--- src/obj_defines.svh ---
`ifndef OBJ_DEFINES_SVH
`define OBJ_DEFINES_SVH

// Object table geometry. Each entry is four 16-bit words.
`define OBJ_COUNT   256
`define OBJ_WORDS   4
`define OBJ_RAM_AW  10

// Graphics ROM is addressed in 32-bit words.
`define ROM_AW      17

// Raw x values in [LO, HI) are never drawn.
`define OBJ_SKIP_LO 256
`define OBJ_SKIP_HI 496

// Horizontal offset between the table x and the line buffer.
`define OBJ_XOFF    8

`endif

--- src/video_pkg.sv ---
package video_pkg;

    // Horizontal dump position. The visible part is 0 to 255.
    typedef logic [8:0] hpos_t;

    // Line being rendered.
    typedef logic [8:0] vpos_t;

    // Palette in the upper nibble, colour in the lower one.
    // Colour 0 is transparent.
    typedef logic [7:0] pxl_t;

endpackage
--- src/obj_pkg.sv ---
`include "obj_defines.svh"

package obj_pkg;
    import video_pkg::*;

    typedef logic [`OBJ_RAM_AW-1:0] obj_addr_t;
    typedef logic [15:0]            obj_word_t;
    typedef logic [11:0]            obj_code_t;
    typedef logic [3:0]             obj_pal_t;
    typedef logic [3:0]             ysub_t;
    typedef logic [`ROM_AW-1:0]     rom_addr_t;

    // Eight 4-bit pixels, leftmost one in the low nibble.
    typedef logic [31:0] rom_word_t;

    // One object row to be drawn.
    typedef struct packed {
        obj_code_t code;
        obj_pal_t  pal;
        hpos_t     xpos;
        ysub_t     ysub;
        logic      hflip;
        logic      vflip;
    } draw_req_t;

    // One pixel written into the line buffer.
    typedef struct packed {
        logic [7:0] addr;
        pxl_t       pixel;
    } buf_wr_t;

    typedef enum logic [1:0] {
        WORD_Y,
        WORD_ATTR,
        WORD_X,
        WORD_CODE
    } scan_state_t;

    typedef enum logic [1:0] {
        IDLE,
        FETCH,
        PAINT
    } draw_state_t;

endpackage

--- src/obj_dma.sv ---
`timescale 1ns/10ps
`include "obj_defines.svh"

module obj_dma import obj_pkg::*; (
    input  logic      clk,
    input  logic      rst,
    input  logic      pxl_cen,
    input  logic      start,
    output obj_addr_t addr,
    output logic      we
);

    localparam obj_addr_t LAST_ADDR = obj_addr_t'(`OBJ_COUNT * `OBJ_WORDS - 1);

    // Start is remembered until the next pixel enable.
    logic armed;

    always_ff @(posedge clk, posedge rst) begin
        if (rst) begin
            armed <= 1'b0;
            we    <= 1'b0;
            addr  <= '0;
        end else if (start) begin
            armed <= 1'b1;
        end else if (pxl_cen) begin
            if (armed) begin
                armed <= 1'b0;
                we    <= 1'b1;
                addr  <= '0;
            end else if (we) begin
                // One word per pixel enable until the whole buffer is copied.
                if (addr == LAST_ADDR) begin
                    we <= 1'b0;
                end else begin
                    addr <= addr + 1'b1;
                end
            end
        end
    end

endmodule

--- src/obj_draw.sv ---
`timescale 1ns/10ps

module obj_draw import video_pkg::*, obj_pkg::*; (
    input  logic      clk,
    input  logic      rst,
    input  logic      draw,
    input  draw_req_t req,
    input  logic      rom_ok,
    input  rom_word_t rom_data,
    output logic      busy,
    output logic      rom_cs,
    output rom_addr_t rom_addr,
    output logic      buf_we,
    output buf_wr_t   buf_wr
);

    draw_state_t st;
    draw_req_t   cur;
    logic        half;
    logic [3:0]  cnt;
    logic [63:0] row;
    rom_word_t   rom_mirror;
    hpos_t       xcur;
    logic [3:0]  colour;

    // Reverses the pixel order inside one ROM word.
    always_comb begin
        for (int k = 0; k < 8; k++) begin
            rom_mirror[4*k +: 4] = rom_data[4*(7-k) +: 4];
        end
    end

    assign busy     = st != IDLE;
    assign rom_cs   = st == FETCH;
    assign rom_addr = {cur.code, cur.ysub ^ {4{cur.vflip}}, half};

    assign colour = row[3:0];
    assign xcur   = cur.xpos + hpos_t'(cnt);
    assign buf_we = (st == PAINT) && (colour != 4'd0) && !xcur[8];
    assign buf_wr = '{addr: xcur[7:0], pixel: {cur.pal, colour}};

    always_ff @(posedge clk, posedge rst) begin
        if (rst) begin
            st   <= IDLE;
            half <= 1'b0;
            cnt  <= '0;
        end else begin
            case (st)
                IDLE: begin
                    if (draw) begin
                        st   <= FETCH;
                        half <= 1'b0;
                    end
                end
                FETCH: begin
                    // The ROM may take its time; the address holds meanwhile.
                    if (rom_ok) begin
                        half <= 1'b1;
                        if (half) begin
                            st  <= PAINT;
                            cnt <= '0;
                        end
                    end
                end
                default: begin
                    cnt <= cnt + 1'b1;
                    if (cnt == 4'd15) begin
                        st <= IDLE;
                    end
                end
            endcase
        end
    end

    // With hflip the left ROM half lands in the right screen half, mirrored.
    always_ff @(posedge clk) begin
        if (st == IDLE && draw) begin
            cur <= req;
        end
        if (st == FETCH && rom_ok) begin
            if (half ^ cur.hflip) begin
                row[63:32] <= cur.hflip ? rom_mirror : rom_data;
            end else begin
                row[31:0] <= cur.hflip ? rom_mirror : rom_data;
            end
        end else if (st == PAINT) begin
            row <= row >> 4;
        end
    end

endmodule

--- src/obj_engine.sv ---
`timescale 1ns/10ps

module obj_engine import video_pkg::*, obj_pkg::*; (
    input  logic      clk,
    input  logic      rst,
    input  logic      pxl_cen,
    input  logic      hs,
    input  hpos_t     hdump,
    input  vpos_t     vrender,
    input  logic      dma_start,
    input  obj_word_t ram_data,
    input  logic      rom_ok,
    input  rom_word_t rom_data,
    output obj_addr_t dma_addr,
    output logic      dma_we,
    output obj_addr_t ram_addr,
    output rom_addr_t rom_addr,
    output logic      rom_cs,
    output pxl_t      pxl
);

    obj_addr_t scan_addr;
    logic      draw;
    logic      busy;
    draw_req_t req;
    logic      buf_we;
    buf_wr_t   buf_wr;

    // The copy owns the table port while it runs and the scanner waits.
    assign ram_addr = dma_we ? dma_addr : scan_addr;

    obj_dma obj_dma_inst (
        .clk      (clk),
        .rst      (rst),
        .pxl_cen  (pxl_cen),
        .start    (dma_start),
        .addr     (dma_addr),
        .we       (dma_we)
    );

    obj_scan obj_scan_inst (
        .clk      (clk),
        .rst      (rst),
        .hs       (hs),
        .vrender  (vrender),
        .ram_data (ram_data),
        .dma_we   (dma_we),
        .busy     (busy),
        .ram_addr (scan_addr),
        .draw     (draw),
        .req      (req)
    );

    obj_draw obj_draw_inst (
        .clk      (clk),
        .rst      (rst),
        .draw     (draw),
        .req      (req),
        .rom_ok   (rom_ok),
        .rom_data (rom_data),
        .busy     (busy),
        .rom_cs   (rom_cs),
        .rom_addr (rom_addr),
        .buf_we   (buf_we),
        .buf_wr   (buf_wr)
    );

    obj_line_buffer obj_line_buffer_inst (
        .clk      (clk),
        .rst      (rst),
        .pxl_cen  (pxl_cen),
        .hs       (hs),
        .hdump    (hdump),
        .buf_we   (buf_we),
        .buf_wr   (buf_wr),
        .pxl      (pxl)
    );

endmodule

--- src/obj_line_buffer.sv ---
`timescale 1ns/10ps

module obj_line_buffer import video_pkg::*, obj_pkg::*; (
    input  logic    clk,
    input  logic    rst,
    input  logic    pxl_cen,
    input  logic    hs,
    input  hpos_t   hdump,
    input  logic    buf_we,
    input  buf_wr_t buf_wr,
    output pxl_t    pxl
);

    logic       bank;       // bank being drawn, the other one is shown
    logic       hs_l;
    logic       clr;
    logic [7:0] rd_addr;
    pxl_t       rd_data [2];

    assign rd_addr = hdump[7:0];
    assign clr     = pxl_cen && !hdump[8];

    // Each bank has one write port. It takes drawer writes while the bank is
    // being drawn and clears behind the read while it is on display.
    for (genvar b = 0; b < 2; b++) begin : g_bank
        pxl_t mem [256];

        always_ff @(posedge clk) begin
            if (bank == 1'(b)) begin
                if (buf_we) begin
                    mem[buf_wr.addr] <= buf_wr.pixel;
                end
            end else if (clr) begin
                mem[rd_addr] <= '0;
            end
        end

        assign rd_data[b] = mem[rd_addr];
    end

    always_ff @(posedge clk, posedge rst) begin
        if (rst) begin
            bank <= 1'b0;
            hs_l <= 1'b0;
            pxl  <= '0;
        end else begin
            hs_l <= hs;
            if (hs && !hs_l) begin
                bank <= ~bank;
            end
            if (pxl_cen) begin
                pxl <= hdump[8] ? '0 : rd_data[~bank];
            end
        end
    end

endmodule

--- src/obj_scan.sv ---
`timescale 1ns/10ps
`include "obj_defines.svh"

module obj_scan import video_pkg::*, obj_pkg::*; (
    input  logic      clk,
    input  logic      rst,
    input  logic      hs,
    input  vpos_t     vrender,
    input  obj_word_t ram_data,
    input  logic      dma_we,
    input  logic      busy,
    output obj_addr_t ram_addr,
    output logic      draw,
    output draw_req_t req
);

    localparam int               CNT_W    = $clog2(`OBJ_COUNT);
    localparam logic [CNT_W-1:0] LAST_OBJ = CNT_W'(`OBJ_COUNT - 1);

    logic [CNT_W-1:0] obj_cnt;
    scan_state_t      st;
    logic             done;
    logic             step;
    logic             adv;
    logic             match;
    logic             in_skip;
    vpos_t            ytop;
    vpos_t            ydiff;
    logic             tall;
    logic             hflip;
    logic             vflip;
    hpos_t            xdraw;
    obj_code_t        code;

    //////////////////////////////////////////////////
    // Entry tests

    assign ram_addr = {obj_cnt, st};
    assign step     = !hs && !done && !dma_we;
    assign ydiff    = ytop - vrender;

    // The height bit is tested live on the attribute word.
    assign match   = ram_data[4] ? (ydiff[8:5] == '0) : (ydiff[8:4] == '0);
    assign in_skip = (ram_data[8:0] >= 9'(`OBJ_SKIP_LO)) &&
                     (ram_data[8:0] <  9'(`OBJ_SKIP_HI));

    // Tall objects are two stacked tiles, picked by bit 0 of the code.
    always_comb begin
        code = ram_data[11:0];
        if (tall) begin
            code[0] = vflip ^ ydiff[4];
        end
    end

    // An entry ends early as soon as one of its words rules it out.
    always_comb begin
        case (st)
            WORD_Y:    adv = !ram_data[15];
            WORD_ATTR: adv = !ram_data[0] || !match;
            WORD_X:    adv = in_skip;
            default:   adv = !busy;
        endcase
    end

    //////////////////////////////////////////////////
    // Table walk

    always_ff @(posedge clk, posedge rst) begin
        if (rst) begin
            obj_cnt <= '0;
            st      <= WORD_Y;
            done    <= 1'b0;
            draw    <= 1'b0;
        end else begin
            draw <= 1'b0;
            if (hs) begin
                obj_cnt <= '0;
                st      <= WORD_Y;
                done    <= 1'b0;
            end else if (step) begin
                if (adv) begin
                    obj_cnt <= obj_cnt + 1'b1;
                    st      <= WORD_Y;
                    done    <= obj_cnt == LAST_OBJ;
                    draw    <= st == WORD_CODE;
                end else begin
                    case (st)
                        WORD_Y:    st <= WORD_ATTR;
                        WORD_ATTR: st <= WORD_X;
                        default:   st <= WORD_CODE;
                    endcase
                end
            end
        end
    end

    // Latched fields of the entry being scanned.
    always_ff @(posedge clk) begin
        if (step) begin
            case (st)
                WORD_Y: begin
                    ytop <= 9'h100 - ram_data[8:0];
                end
                WORD_ATTR: begin
                    tall  <= ram_data[4];
                    hflip <= ~ram_data[2];
                    vflip <= ~ram_data[1];
                end
                WORD_X: begin
                    xdraw <= 9'h100 - ram_data[8:0] - 9'(`OBJ_XOFF);
                end
                default: begin
                    if (!busy) begin
                        req <= '{code:  code,
                                 pal:   ram_data[15:12],
                                 xpos:  xdraw,
                                 ysub:  ydiff[3:0],
                                 hflip: hflip,
                                 vflip: vflip};
                    end
                end
            endcase
        end
    end

endmodule

--- config.mk ---
export PLATFORM = sky130hd
export DESIGN_NAME = obj_engine
export DESIGN_NICKNAME = d
export VERILOG_FILES = /design/src/video_pkg.sv /design/src/obj_pkg.sv /design/src/obj_dma.sv /design/src/obj_draw.sv /design/src/obj_engine.sv /design/src/obj_line_buffer.sv /design/src/obj_scan.sv
export VERILOG_INCLUDE_DIRS = /design/src
export SDC_FILE = /design/constraint.sdc
export NUM_CORES = 2
export LEC_CHECK = 0
export BUFFER_PORTS_ARGS = -buffer_cell sky130_fd_sc_hd__buf_4
export CAP_MARGIN = 10
export CORE_ASPECT_RATIO = 0.6
export CORE_MARGIN = 2
export CORE_UTILIZATION = 35
export CTS_BUF_LIST = sky130_fd_sc_hd__clkbuf_4
export CTS_CLUSTER_DIAMETER = 40
export DETAILED_ROUTE_END_ITERATION = 10
export SYNTH_ARGS = -nofsm -noshare
export SYNTH_HDL_FRONTEND = slang
export SYNTH_HIERARCHICAL = 1
export SYNTH_SLANG_ARGS = --single-unit
--- constraint.sdc ---
create_clock -name clk -period 8.7 [get_ports clk]
set_input_delay 0.435 -clock clk [delete_from_list [all_inputs] [get_ports clk]]
set_output_delay 0.435 -clock clk [all_outputs]
set_load 0.005 [all_outputs]
* Word-level counts from Yosys, hierarchy flattened
Memory sizes are Yosys's and may differ from the RTL's.
Index checks and enable logic that the tools add are counted.
** Operators by class
- $add $sub $neg :: 7
- Multiply operators :: 0
- Div/mod/pow operators :: 0
- Magnitude comparators :: 3
- Equality and inequality tests :: 14
- Shifts and indexed selects :: 0
- Muxes and demuxes :: 61
- Bitwise gates (word level) :: 11
- Reductions and logical operators :: 48
** Operators by type and width (number)
- $mux W64 :: 2
- $mux W32 :: 3
- $mux W8 :: 11
- $mux W10 :: 4
- $mux W1 :: 27
- $reduce_or A8 Y1 :: 2
- $mux W2 :: 7
- $reduce_and A2 Y1 :: 7
- $reduce_bool A2 Y1 :: 7
- $add A10 B1 Y10 const B :: 1
- $eq A10 B10 Y1 const B :: 1
- $logic_not A1 Y1 :: 10
- $add A9 B4 Y9 :: 1
- $ge A9 B9 Y1 const B :: 1
- $logic_and A1 B1 Y1 :: 9
- $lt A9 B9 Y1 const B :: 1
- $reduce_and A3 Y1 :: 3
- $sub A9 B4 Y9 const B :: 1
- $sub A9 B9 Y9 :: 1
- $sub A9 B9 Y9 const A :: 1
- $add A8 B1 Y8 const B :: 1
- $eq A8 B8 Y1 const B :: 1
- $mux W4 :: 2
- $ne A2 B2 Y1 const B :: 4
- 22 further kinds :: 36
** Word-level totals
- Bits in registers :: 188
- Bits in latches :: 0
- Bits in writable memories :: 4096
- Memory bits (read-only) :: 0
- Input port bits :: 72
- Output and inout port bits :: 47
- Word-level logic and storage cells :: 178
- Memories :: 2
** Memory list
- obj_line_buffer_inst.g_bank[0].mem :: depth 256, width 8, read ports 1, clocked after memory_dff 0, wr ports 1, line obj_line_buffer.sv:26 : pxl_t mem [256];
- obj_line_buffer_inst.g_bank[1].mem :: depth 256, width 8, read ports 1, clocked after memory_dff 0, wr ports 1, line obj_line_buffer.sv:26

* Longest topological paths before layout
- Depth in word-level cells :: 9
- Mapped depth :: 15
- Depth with buffers taken out :: 11

* Cells and area by module
The synthesis kept the hierarchy.
** Modules (own cells, without submodules)
- obj_line_buffer :: instances 1, cells each 7855, area an instance 160181.1 um^2, seq. area each 123248.2 um^2
- obj_draw :: instances 1, cells each 334, area an instance 4668.2 um^2, seq. area each 3027.9 um^2
- obj_scan :: instances 1, cells each 242, area an instance 3007.9 um^2, seq. area each 1861.8 um^2
- obj_dma :: instances 1, cells each 76, area an instance 708.2 um^2, seq. area each 300.3 um^2
- obj_engine :: instances 1, cells each 11, area an instance 161.4 um^2, seq. area each 0.0 um^2

* Least setup slack after synthesis
No wires, ideal clock.
- Path kind :: register -> register
- From :: reg obj_line_buffer_inst.bank
- To :: mem obj_line_buffer_inst/g_bank[1].mem[0][4] in the netlist's numbering, data pin
- Library setup time :: 1463 ps
- Data arrival time :: 7097 ps
- Required time :: 7237 ps
- Path slack :: 140 ps
- Stages on the path, launching flop included :: 5
- Buffers on the path :: 2
- Clock period less this slack :: 8560 ps
- Path through :: dfrtp_1 -> clkbuf_1 -> nor3b_1 -> clkbuf_1 -> nor2b_1
** On the way
- Word-level cells in the longest chain between the ends :: 4
** RTL lines
- start, declared :: line obj_line_buffer.sv:14 : logic bank;
- start signal, assigned :: line obj_line_buffer.sv:49 : bank <= ~bank;
- $mux W1 :: line obj_line_buffer.sv:29 : if (bank == 1'(b)) begin
- $mux W1 (not written as such) :: line obj_line_buffer.sv:34 : mem[rd_addr] <= '0;
- $reduce_or A8 Y1 (no source line)
- $mux W8 (no source line)
- end, declared :: line obj_line_buffer.sv:26
No other way between the ends.

* Worst setup path after layout
- From :: reg obj_line_buffer_inst.bank
- To :: mem obj_line_buffer_inst/g_bank[0].mem[131][7] in the netlist's numbering (enable)
** On the way
- Word-level cells in the longest chain between the ends :: 4
- Elaborated cells on any way between the ends :: 7
- Those cells by class :: 6 x mux; 1 x reduce/logical
** RTL lines (line)
- $mux W1 :: obj_line_buffer.sv:29
- $mux W1 (not written as such) :: obj_line_buffer.sv:34
- $reduce_or A8 Y1 (no source line)
- $mux W8 (no source line) or $mux W1 (tied branches)
- end, declared :: obj_line_buffer.sv:26
Parallel ways exist; a longest one is shown, timed or not.

==> qor.csv <==
metric;value;unit
start_kind;flip-flop;
synthFlopType;edfxtp_1;
power.density;231;mW/mm^2
maxSlewViolCount;2;
internal_power;32.7;mW
p_seq_share;54.8;%
insertion_delay;1590;ps
synth_area_leaders;edfxtp_1 (76%), mux4_2 (11%), mux2i_1 (2.7%), nor2_1 (1.4%), dfrtp_1 (0.61%);
post_cts_resized;0;
die_area;0.488;sq mm
rsz0062_at_grt;false;
cts.clk_slew.worst_paths;80;ps
ctsLongestPathBuffers;4;
die_h;542;microns
netlist.area_leader.share;75.5;%
antenna_found_initial;42;
cts_tree;yes;
finalCriticalPeriod;5500;ps
layout-drive-gt1-share;27.4;%
critPathKind;flip-flop to flip-flop;
io_buffer_count;118;
vias_per_cell;5.79;
layout_common_cells;edfxtp_1 (4243), clkbuf_4 (1391), mux4_2 (828);
switchingPower;11.4;mW
crit_family;simple AND/OR/NAND/NOR gates;
ys_ff_latch;4284;
fillers;42486;
ant_nets;0;
r2r-start;obj_line_buffer_inst/bank;
fp.dieW;900;microns
drt_iter0_markers;15627;
synth.distinct_cells;92;
end_kind;flip-flop;
slowest_stage;o22ai_1;
synth_cells;8518;
syn_nets;8610;
synth.yosys.seq_area_share;76.1;%
switching_share;25.9;%
grt_util_all_layers;20.5;%
dp_hpwl;322000;microns
tightest_slew;1530;ps
vdd_drop_max;0.212;mV
reg2reg_depth;4;
grt_use_met3;10.3;%
clock-sinks;4284;
mostFrequentLayoutCell;edfxtp_1;
p_leak;60.5;nW
grt.overflow.total;0;
maxCapViolCount;1;
start_util;35.2;%
grt_pass1_vias;91933;
root_buffer;clkbuf_4;
drc_errors;0;
h-tree-depth;6;
hold_ws;185;ps
synthArstFlopShare;0.957;%
synth_area;0.169;sq mm
area_delta_synth_final;13.0;%
num_vias;95708;
crit_chain;nand4b_1, o22ai_1, nand2_1, nor2_1;
timing.max_slew.rel_slack;-1.75;%
pwr-share-clk;35.4;%
max_stage_delay;1300;ps
fin_skew;172;ps
critical_path_required;9810;ps
setup_tns;0;ps
cts_buffers;922;
r2r_setup_slack;3200;ps
synth_edf_count;4243;
status;finished, violations left;
syn_avg_cell_area;19.8;sq um
rr_endpoint;obj_line_buffer_inst/g_bank[0].mem[131][7];
path_max_fanout;16;
hold_path.class;input pin to async pin;
grt_max_degree;195;
grtUsageMet1;30.5;%
num_rows;197;
arrival;6610;ps
grt_util_met2;26.4;%
hold_viol;0;
finalCritPeriodShare;63.2;%
wl_per_cell;31.3;microns
comb_power_share;9.9;%
max_freq;182;MHz
yosysTopAreaCell;edfxtp_1;
path_buf_inv;0;
layout.nets;9525;
grt_pass1_wl;717000;microns
violations;capacitance limit, slew limit;
coreArea;0.480;sq mm
dr.pass1.iters;8;
drt_wl_total;518000;microns
grt_busiest_layer;met1;
ios;119;
setup_viol;0;
ys_warn_count;6;
place_congestion;0.943;
==> power by group through the flow <==
stage,Sequential (mW),Clock (mW),Combinational [mW]
after floorplan,24.9,0,2.10
after global placement,24.6,0,4.04
after detailed placement,24.6,0,4.17
after CTS,24.1,15.9,4.22
after global routing,24.2,16.9,4.48
final,24.2,15.6,4.35
==> worst register-to-register path, stage by stage, from the launching register on <==
cell and delay [ps]:
dfrtp_1 660, nand4b_1 1160, o22ai_1 1300, nand2_1 790, nor2_1 1160
==> layout make-up <==
type                            instances  area (sq um)  area share (%)
Clock inverter                        242          1400           0.732
Clock buffer                         1390         10400            5.47
Antenna cell                           33          82.6          0.0433
Timing Repair Buffer                  514          4730            2.48
Multi-Input combinational cell       3665         37400            19.6
Tap cell                             6368          7970            4.18
Sequential cell                      4284        128000            67.4
Inverter                               46           183          0.0958
==> timing repair <==
item,4_1_cts,5_1_grt
hold buffers,165,0
hold endpoints to repair,238,0
endpoints found under the setup margin,0,0
buffers inserted,0,0
==> state kept, by name, summed over array words and instances (netlist names), 2 cells and up <==
| name | flops |
|---|---|
| obj_draw_inst/buf_wr | 4 |
| obj_draw_inst/cur | 15 |
| obj_scan_inst/st | 2 |
| obj_line_buffer_inst/g_bank.mem | 4096 |
| obj_scan_inst/ytop | 9 |
| obj_dma_inst/addr | 10 |
| obj_line_buffer_inst/pxl | 8 |
| obj_draw_inst/st | 2 |
| obj_scan_inst/xdraw | 9 |
| obj_draw_inst/row | 64 |
| obj_scan_inst/obj_cnt | 8 |
| obj_scan_inst/req | 31 |
| obj_draw_inst/rom_addr | 12 |
| obj_draw_inst/cnt | 4 |
==> cell usage after synthesis, types with 41 or more instances <==
library cell  instances
buf_4                98
edfxtp_1           4243
a221oi_1             53
nor2_1              646
nand3_1              88
a21oi_1             111
o221ai_1             56
o21ai_0             111
o21a_1               59
buf_2               118
nand4_1              69
inv_1                45
mux4_2              828
a22oi_1             106
mux2i_1             458
a211oi_1             63
clkbuf_1            194
nor3_1              104
buf_6                76
nand2_1             273
dfrtp_1              41
o22ai_1             122
==> worst max path at each step <==
stage / startpoint / to / slack [ps] / depth (start not counted)
global route: ram_data[3] / obj_scan_inst/obj_cnt[7] / 3380 / 18
CTS: obj_draw_inst/cnt[0] / obj_line_buffer_inst/g_bank[1].mem[16][6] / 3690 / 9
finish: obj_line_buffer_inst/bank / obj_line_buffer_inst/g_bank[0].mem[131][7] / 3200 / 4
floorplan: obj_line_buffer_inst/bank / obj_line_buffer_inst/g_bank[1].mem[0][4] / 140 / 4
global placement: hdump[1] / obj_line_buffer_inst/pxl[0] / 1740 / 10
detailed placement: hdump[1] / obj_line_buffer_inst/pxl[0] / 3050 / 10
==> layer usage <==
layer / share of wire (%) / up-vias / routed length [microns]
met5: 0.041 / - / 211
met4: 2.3 / 18 / 12100
met3: 17 / 845 / 89000
met2: 39 / 7312 / 203000
met1: 41 / 49982 / 214000
li1: - / 37551 / -
==> cells by family (layout without fill, tap and decap cells) <==
group                    after synthesis  count (layout)  share of synthesized area (%)
AO/OA/AOI/OAI                        866             866                           3.58
adder cells (fa/ha/maj)               20              20                          0.157
multiplexers                        1340            1340                           14.2
AND/OR/NAND/NOR                     1411            1411                           3.87
XOR/XNOR                              28              28                          0.145
other                                  0              33                              0
buffers and inverters                569            2192                           1.93
flip-flops                          4284            4284                           76.1
==> per-stage QoR <==
stage                     power, mW  setup slack [ps]  util [%]  instances  cell area, sq um
after floorplan                27.0               140         -       8518            169000
after global placement         28.6              1740      36.9      14691            177000
after detailed placement       28.8              3050      36.9      14698            177000
after CTS                      44.3              3690      39.7      16495            190000
after global routing           45.5              3380      39.7      16515            191000
final                          44.1              3200      39.7      16542            191000
No activity file was read; power rests on OpenSTA's default activity.
